File: src/sys_defs.svh
`ifndef SYS_DEFS_SVH
`define SYS_DEFS_SVH

// Audio sample width
`define SAMPLE_W 16

// Host data word width
`define HOST_W 16

// Attenuation field, mute bit on top of a 4-bit shift
`define ATT_W 5

// Main-board LED panel
`define LED_W 8

// Host command codes
`define CMD_LED 8'h25
`define CMD_VOL 8'h26

`endif

File: src/host_pkg.sv
`include "sys_defs.svh"

package host_pkg;

	// One word from the host
	typedef logic [`HOST_W-1:0] host_word_t;

	// Host command port levels
	typedef struct packed {
		logic       sel;
		logic       hclk;
		host_word_t din;
	} host_bus_t;

	// LED panel pattern
	typedef logic [`LED_W-1:0] led_t;

	// Receiver FSM
	typedef enum logic {
		IDLE_CMD,
		TAKE_DATA
	} rx_state_t;

endpackage

File: src/audio_pkg.sv
`include "sys_defs.svh"

package audio_pkg;

	typedef logic signed [`SAMPLE_W-1:0] sample_t;

	// One guard bit for sums of two samples
	typedef logic signed [`SAMPLE_W:0] wide_t;

	// Top bit mutes, low bits are the shift count
	typedef logic [`ATT_W-1:0] att_t;

	// Crossfeed mode, 0 is none and 3 is the strongest
	typedef logic [1:0] mix_t;

	typedef struct packed {
		mix_t mix;
		logic is_signed;
	} audio_ctl_t;

	typedef struct packed {
		sample_t left;
		sample_t right;
	} stereo_t;

	typedef struct packed {
		wide_t left;
		wide_t right;
	} stereo_wide_t;

endpackage

File: src/host_cmd_rx.sv
`timescale 1ns/1ps

`include "sys_defs.svh"

module host_cmd_rx
	import host_pkg::*;
	import audio_pkg::*;
(
	input  logic      clk,
	input  logic      resetd,

	input  host_bus_t i_host,
	input  led_t      i_led_status,

	output logic      o_host_ack,
	output att_t      o_att,
	output led_t      o_led
);

logic       hclk_d;
logic       strobe;
rx_state_t  state;
logic [7:0] cmd;
led_t       led_mask;
led_t       led_state;

/////////////  Host strobe  //////////////

// New word when the host clock has just gone high
assign strobe = i_host.hclk & ~hclk_d;

// Ack trails hclk by two cycles
always_ff @(posedge clk) begin
	if (resetd) begin
		hclk_d     <= 1'b0;
		o_host_ack <= 1'b0;
	end else begin
		hclk_d     <= i_host.hclk;
		o_host_ack <= hclk_d;
	end
end

//////////  Command sequencing  //////////

always_ff @(posedge clk) begin
	if (resetd) begin
		state     <= IDLE_CMD;
		cmd       <= '0;
		o_att     <= '0;
		led_mask  <= '0;
		led_state <= '0;
	end else if (!i_host.sel) begin
		// Deselect drops any pending command
		state <= IDLE_CMD;
	end else if (strobe) begin
		case (state)
			IDLE_CMD: begin
				cmd   <= i_host.din[7:0];
				state <= TAKE_DATA;
			end
			TAKE_DATA: begin
				// Every further word is data for the held command
				case (cmd)
					`CMD_LED: begin
						led_mask  <= i_host.din[`HOST_W-1 -: `LED_W];
						led_state <= i_host.din[`LED_W-1:0];
					end
					`CMD_VOL: o_att <= i_host.din[`ATT_W-1:0];
					default: ;
				endcase
			end
			default: state <= IDLE_CMD;
		endcase
	end
end

// Override bits take the host state, the rest show the core
assign o_led = (led_mask & led_state) | (~led_mask & i_led_status);

/////////////  Assertions  ///////////////

ap_ack_delay: assert property (
	@(posedge clk) disable iff (resetd)
	!$past(resetd, 1) && !$past(resetd, 2) |-> o_host_ack == $past(i_host.hclk, 2)
) else $error("host ack is not hclk delayed by two cycles");

ap_sel_idle: assert property (
	@(posedge clk) disable iff (resetd)
	$past(!i_host.sel) |-> state == IDLE_CMD
) else $error("receiver left idle while select was low");

endmodule

File: src/audio_mix_channel.sv
`timescale 1ns/1ps

`include "sys_defs.svh"

module audio_mix_channel
	import audio_pkg::*;
(
	input  logic       clk,
	input  logic       resetd,

	input  sample_t    i_core,
	input  sample_t    i_linux,
	input  audio_ctl_t i_ctl,
	input  sample_t    i_pre_other,

	output sample_t    o_pre,
	output wide_t      o_mixed
);

sample_t tap1;
sample_t tap2;
sample_t tap3;
sample_t core_held;
wide_t   core_wide;
wide_t   sum;
wide_t   linux_wide;
wide_t   other_wide;
wide_t   mix_next;

assign linux_wide = {i_linux[`SAMPLE_W-1], i_linux};
assign other_wide = {i_pre_other[`SAMPLE_W-1], i_pre_other};

////////////  Glitch filter  /////////////

// Held value moves only once three taps agree
always_ff @(posedge clk) begin
	if (resetd) begin
		tap1      <= '0;
		tap2      <= '0;
		tap3      <= '0;
		core_held <= '0;
	end else begin
		tap1 <= i_core;
		tap2 <= tap1;
		tap3 <= tap2;
		if (tap1 == tap2 && tap2 == tap3)
			core_held <= tap3;
	end
end

/////////////  Sum and mix  //////////////

always_ff @(posedge clk) begin
	if (resetd) begin
		core_wide <= '0;
		sum       <= '0;
		o_pre     <= '0;
		o_mixed   <= '0;
	end else begin
		// Unsigned input is halved to fit the positive range
		if (i_ctl.is_signed)
			core_wide <= {core_held[`SAMPLE_W-1], core_held};
		else
			core_wide <= {2'b00, core_held[`SAMPLE_W-1:1]};
		sum     <= core_wide + linux_wide;
		o_pre   <= sum[`SAMPLE_W:1];
		o_mixed <= mix_next;
	end
end

// Crossfeed of the opposite channel
always_comb begin
	case (i_ctl.mix)
		2'd0: mix_next = sum;
		2'd1: mix_next = sum - (sum >>> 3) + (other_wide >>> 2);
		2'd2: mix_next = sum - (sum >>> 2) + (other_wide >>> 1);
		default: mix_next = (sum >>> 1) + other_wide;
	endcase
end

endmodule

File: src/audio_out_stage.sv
`timescale 1ns/1ps

`include "sys_defs.svh"

module audio_out_stage
	import audio_pkg::*;
(
	input  logic         clk,
	input  logic         resetd,

	input  stereo_wide_t i_mixed,
	input  att_t         i_att,

	output stereo_t      o_audio
);

stereo_wide_t shifted;

// Mute or arithmetic shift down
function automatic wide_t attenuate(input wide_t v, input att_t att);
	if (att[`ATT_W-1])
		return '0;
	return v >>> att[`ATT_W-2:0];
endfunction

// Saturate to the sample range
function automatic sample_t clamp(input wide_t v);
	if (v[`SAMPLE_W] != v[`SAMPLE_W-1])
		return {v[`SAMPLE_W], {(`SAMPLE_W-1){~v[`SAMPLE_W]}}};
	return v[`SAMPLE_W-1:0];
endfunction

always_ff @(posedge clk) begin
	if (resetd) begin
		shifted <= '0;
		o_audio <= '0;
	end else begin
		shifted.left  <= attenuate(i_mixed.left, i_att);
		shifted.right <= attenuate(i_mixed.right, i_att);
		o_audio.left  <= clamp(shifted.left);
		o_audio.right <= clamp(shifted.right);
	end
end

// Mute must reach both outputs through both registers
ap_mute_zero: assert property (
	@(posedge clk) disable iff (resetd)
	i_att[`ATT_W-1] ##1 i_att[`ATT_W-1] |=> o_audio == '0
) else $error("audio output not silent after mute");

endmodule

File: src/hps_audio_core.sv
`timescale 1ns/1ps

module hps_audio_core
	import host_pkg::*;
	import audio_pkg::*;
(
	input  logic       clk,
	input  logic       resetd,

	input  host_bus_t  i_host,
	input  stereo_t    i_core_audio,
	input  stereo_t    i_linux_audio,
	input  audio_ctl_t i_audio_ctl,
	input  led_t       i_led_status,

	output logic       o_host_ack,
	output stereo_t    o_audio,
	output led_t       o_led
);

att_t         att;
sample_t      pre_left;
sample_t      pre_right;
wide_t        mixed_left;
wide_t        mixed_right;
stereo_wide_t mixed;

//////////////  Host port  ///////////////

host_cmd_rx u_host_cmd_rx (
	.clk          (clk),
	.resetd       (resetd),
	.i_host       (i_host),
	.i_led_status (i_led_status),
	.o_host_ack   (o_host_ack),
	.o_att        (att),
	.o_led        (o_led)
);

//////////////  Audio path  //////////////

// Each channel feeds its pre value to the other
audio_mix_channel u_mix_left (
	.clk         (clk),
	.resetd      (resetd),
	.i_core      (i_core_audio.left),
	.i_linux     (i_linux_audio.left),
	.i_ctl       (i_audio_ctl),
	.i_pre_other (pre_right),
	.o_pre       (pre_left),
	.o_mixed     (mixed_left)
);

audio_mix_channel u_mix_right (
	.clk         (clk),
	.resetd      (resetd),
	.i_core      (i_core_audio.right),
	.i_linux     (i_linux_audio.right),
	.i_ctl       (i_audio_ctl),
	.i_pre_other (pre_left),
	.o_pre       (pre_right),
	.o_mixed     (mixed_right)
);

assign mixed = '{left: mixed_left, right: mixed_right};

audio_out_stage u_audio_out_stage (
	.clk     (clk),
	.resetd  (resetd),
	.i_mixed (mixed),
	.i_att   (att),
	.o_audio (o_audio)
);

endmodule

File: config.mk
export PLATFORM = sky130hd
export DESIGN_NAME = hps_audio_core
export DESIGN_NICKNAME = d
export VERILOG_FILES = /design/src/host_pkg.sv /design/src/audio_pkg.sv /design/src/host_cmd_rx.sv /design/src/audio_mix_channel.sv /design/src/audio_out_stage.sv /design/src/hps_audio_core.sv
export VERILOG_INCLUDE_DIRS = /design/src
export SDC_FILE = /design/constraint.sdc
export NUM_CORES = 1
export LEC_CHECK = 0
export BUFFER_PORTS_ARGS = -buffer_cell sky130_fd_sc_hd__buf_2
export CAP_MARGIN = 30
export CORE_UTILIZATION = 51
export CTS_BUF_LIST = sky130_fd_sc_hd__clkbuf_8 sky130_fd_sc_hd__clkbuf_16
export CTS_CLUSTER_SIZE = 28
export DETAILED_ROUTE_END_ITERATION = 8
export PLACE_DENSITY = 0.71
export SLEW_MARGIN = 10
export SYNTH_ARGS = -nofsm -noshare
export SYNTH_HDL_FRONTEND = slang
export SYNTH_HIERARCHICAL = 1
export SYNTH_SLANG_ARGS = --single-unit
File: constraint.sdc
create_clock -name clk -period 3.2 [get_ports clk]
set_input_delay 0.64 -clock clk [delete_from_list [all_inputs] [get_ports clk]]
set_output_delay 0.64 -clock clk [all_outputs]
set_load 0.02 [all_outputs]
==> run summary <==
Sequential elements use 32.9% of the synthesized area. The number of iterations in the first detailed-routing pass is 7. Hold is met by 0.278 ns. For this run, the number of standard cells in the final layout without fillers is 3,140. The cell count after synthesis was 2,388. The tools report the last weighted congestion value of the routability-driven placer as 0.951. The first global-routing pass estimated 87,900 um of wire.

Summing all multi-input logic gate instances after layout gives 13,400 um2. For the maximum resistive drop on vdd, the log shows 0.573 mV. The worst reg2reg path depth came out at 12. The largest total area in the synthesized netlist belongs to sky130_fd_sc_hd__dfxtp_1.

The worst register-to-register path begins at u_mix_right/o_pre[5]. Among all flip-flop cells after synthesis, the most frequent one is sky130_fd_sc_hd__dfxtp_1. For the vias after detailed routing, the log shows 17,300.

The number of distinct library cell variants in the gate-level netlist after synthesis was 96. The via count of the first global-routing pass is 17,000, and the total power draw is 12.7 mW. The number of port buffers came out at 135. The HPWL after detailed placement is 41,800 um. The worst hold path passes through 2 cells.

Mean number of vias per cell: 5.52. After synthesis the cells add up to 21,800 um2. The core region is 42,000 um2.

The tools report the sort of element at the end of the critical path as a flip-flop. After floorplanning, the core was divided into 75 placement rows. The clock group share of total power is 35.3%. The floorplan step set the die width to 209 um.

The die is 209 um tall. The power per standard cell area is 506 nW/um2, and the worst clock skew is 0.0272 ns. After synthesis, the mean cell area works out to 9.11 um2. Number of antenna violations at the first check in global routing: 0. During I/O placement, the number of pins put on the boundary was 136.

The pin count of the biggest net entering global routing came out at 111. Net total in the final layout: 2,894. Of all nets on the critical path, the largest fanout is 4. The minimum clock period came out at 3.11 ns. After synthesis, the cell types taking the most area are sky130_fd_sc_hd__dfxtp_1 33%, sky130_fd_sc_hd__ha_1 9.3%, sky130_fd_sc_hd__mux2i_1 7.5%.

Global routing consumed, over all layers together, 24.9% of the routing resources. The cell-internal power is 8.73 mW, and the final hold violation count is 0. The run gives 0.0938 ns as the setup slack of the critical path after layout. The worst setup path is launched from a flip-flop. In this run, placement finished with an instance count of 3,066. After clock tree synthesis, the clock-pin slew on the worst setup and hold paths is 0.06 ns. The mean routed wirelength per cell was 17.3 um. The TritonCTS buffer count was 39; the number of synthesized flops with an enable pin was 0. The switching power share of the total was 31.1%; the H-tree depth reported by CTS was 2. The critical path is of the flip-flop to flip-flop type. For this design the static power due to leakage is 11.5 nW. In this run the clock root is driven by a sky130_fd_sc_hd__clkbuf_16. The floorplan step defined a die boundary enclosing 43,500 um2.

Registers take 7190 um2. The portion of synthesized cell area occupied by the leading cell type came out at 32.9%. The worst pin sits at a relative slew slack of 37.6%.

The destination of the worst hold path is u_mix_right/tap1[0]. Summed over all layers, the global routing overflow is 0. The logs give 3.53 ns for the arrival time reported for the critical path endpoint and 0 for the residual DRC count. The tools report the core occupancy in the finished layout as 59.6%. Setup slack on the worst reg-to-reg path comes out at 0.09 ns. The synthesized design contains 358 register bits. The flow ran to the end, and the final reports show no timing, DRC or antenna violations. The share of total power dissipated in combinational logic is 26.0%. The tools report the total of endpoints with negative setup slack in the final report as 0. For the initial standard-cell utilization of the core, the log shows 51.8%.

TritonCTS built the clock tree. In this run the most critical hold path is launched from i_core_audio[0]. From synthesis to final layout, the design area changed by 15.1%. STA puts the critical path data required time at 3.63 ns. The number of clock sinks is 358, and the layout cell share with drive strength beyond 1 is 17.2%. The number of pins with negative max-slew slack in the final report was 0. Counting instances in the post-synthesis netlist gives the leading cell types as 358 x sky130_fd_sc_hd__dfxtp_1, 251 x sky130_fd_sc_hd__inv_1, 225 x sky130_fd_sc_hd__nor2_1. Setup repair after global routing could not meet its margin everywhere. The worst-case clock buffer depth is 3. For this run, the number of Yosys warnings is 6. The tools report the switching power as 3.94 mW. Sequential cells burn 38.7% of the power. The DRC marker count from the first detailed-route iteration came out at 1,002. The latest clock arrival within the worst-skew pair was 0.57 ns. Max-cap violations in this run came to 0. In this run the worst hold path is classified as input port to flip-flop. The count of nets left with antenna violations once routing finished came out at 0.

The highest attainable clock frequency is 322 MHz. Dividing the final minimum period by the clock period gives 97.1%. The transition at the pin with the smallest max-transition slack is 0.934 ns.

The capture instance of the worst register-to-register path was u_mix_left/o_mixed[11]. Synthesis produced a netlist with a net count of 2,709. The number of antenna diodes in the final layout is 0.

For this run, asynchronously set or reset flops after synthesis account for 0%. At the placement stage, the worst setup path has a slack of -0.0500 ns. Most used standard cell by instance count after synthesis: sky130_fd_sc_hd__dfxtp_1. Wires add up to 54,300 um. Number of inserted filler cells in the final layout: 3,725.
## stage by stage
stage,area (um2),TNS [ns]
floorplan,21800,0
global placement,23500,-0.00620
detailed placement,23500,-0.0503
CTS,24800,0
global route,25000,-0.0708
finish,25000,0
## logic make-up after synthesis
kind of cell             after synthesis  synth area share, %
multiplexers                         208                 10.8
adder cells (fa/ha/maj)              226                 15.2
flip-flops                           358                 32.9
AO/OA/AOI/OAI                        470                 14.8
AND/OR/NAND/NOR                      676                 15.8
buffers and inverters                354                 6.61
XOR/XNOR                              96                 3.86
## state kept, by name, indices dropped and copies added, names as in the netlist, 17 cells and up
signal / flops
u_mix_right/sum: 17
u_audio_out_stage/o_audio: 32
u_mix_right/o_mixed: 17
u_audio_out_stage/shifted: 34
u_mix_left/o_mixed: 17
u_mix_left/sum: 17
## cells in the final DEF, fill, tap and decap left out, drive strengths merged, types with 9 or more instances in the layout
| cell | Yosys | routed |
|---|---|---|
| fa | 64 | 64 |
| a21o | 34 | 34 |
| mux4 | 18 | 18 |
| o21a | 13 | 13 |
| mux2i | 163 | 163 |
| xnor2 | 68 | 68 |
| o22ai | 20 | 20 |
| clkbuf | 65 | 46 |
| nor4 | 11 | 11 |
| nor2 | 226 | 226 |
| xor2 | 28 | 28 |
| and3 | 28 | 28 |
| dfxtp | 358 | 358 |
| clkinv | 1 | 11 |
| a221oi | 17 | 17 |
| o21ai | 70 | 70 |
| o21bai | 17 | 17 |
| buf | 36 | 245 |
| o31ai | 15 | 15 |
| nand2 | 83 | 83 |
| a32oi | 10 | 10 |
| nand2b | 51 | 51 |
| nand3 | 37 | 37 |
| a31oi | 11 | 11 |
| nand4 | 12 | 12 |
| nor2b | 125 | 125 |
| a21oi | 149 | 149 |
| a211o | 10 | 10 |
| or3 | 12 | 12 |
| mux2 | 27 | 27 |
| a2111oi | 9 | 9 |
| o211ai | 14 | 14 |
| nor3 | 50 | 50 |
| a211oi | 27 | 27 |
| inv | 252 | 260 |
| ha | 162 | 162 |
## power by group through the flow
stage / Combinational (mW) / Sequential [mW] / Clock, mW
after floorplan: 2.14 / 5.01 / 0
after global placement: 3.08 / 4.99 / 0
after detailed placement: 3.11 / 5.00 / 0
after CTS: 3.15 / 4.90 / 4.57
after global routing: 3.62 / 4.93 / 4.76
final: 3.30 / 4.91 / 4.47
## timing repair
action | in CTS | in global routing
pin swaps | 1 | 25
hold buffers | 0 | 0
gates resized for setup | 8 | 65
endpoints found under the setup margin | 5 | 19
setup buffers | 1 | 4
## critical path, cell delays in order, from the launching register on
cell and delay, ns:
sky130_fd_sc_hd__dfxtp_1 0.36, sky130_fd_sc_hd__inv_1 0.11, sky130_fd_sc_hd__fa_1 0.54, sky130_fd_sc_hd__inv_1 0.05, sky130_fd_sc_hd__ha_2 0.31, sky130_fd_sc_hd__a2111oi_4 0.35
sky130_fd_sc_hd__buf_4 0.18, sky130_fd_sc_hd__o31ai_4 0.07, sky130_fd_sc_hd__a31oi_1 0.34, sky130_fd_sc_hd__nor2_1 0.09, sky130_fd_sc_hd__a2111o_1 0.37, sky130_fd_sc_hd__nand3_1 0.11
sky130_fd_sc_hd__a31oi_1 0.08
## routing by layer
layer | up-vias | global-route usage [%] | wire (um)
met2 | 372 | 44.0 | 26800
met3 | 102 | 2.93 | 2200
met1 | 8248 | 31.4 | 23600
met5 | - | 0 | 0
li1 | 8601 | - | -
met4 | 0 | 8.47 | 1620
## cell type report
| class | instances | area share (%) |
|---|---|---|
| Sequential cell | 358 | 28.7 |
| Clock buffer | 46 | 4.28 |
| Tap cell | 539 | 2.69 |
| Multi-Input combinational cell | 1676 | 53.5 |
| Timing Repair Buffer | 245 | 6.14 |
| Clock inverter | 23 | 0.869 |
| Inverter | 253 | 3.81 |
## worst max path at each step
stage                                     from                       to  slack, ns  depth (start not counted)
after floorplan            u_mix_left/o_pre[2]  u_mix_right/o_mixed[13]       0.06                         11
after global placement      u_mix_right/sum[7]  u_mix_right/o_mixed[14]     -0.005                         11
after detailed placement   u_mix_left/o_pre[2]  u_mix_right/o_mixed[13]      -0.05                         11
after CTS                  u_mix_left/o_pre[2]  u_mix_right/o_mixed[13]      0.004                         11
after global routing      u_mix_right/o_pre[4]   u_mix_left/o_mixed[11]      -0.02                         12
final                     u_mix_right/o_pre[5]   u_mix_left/o_mixed[11]       0.09                         12
No activity file was read; power rests on OpenSTA's default activity.
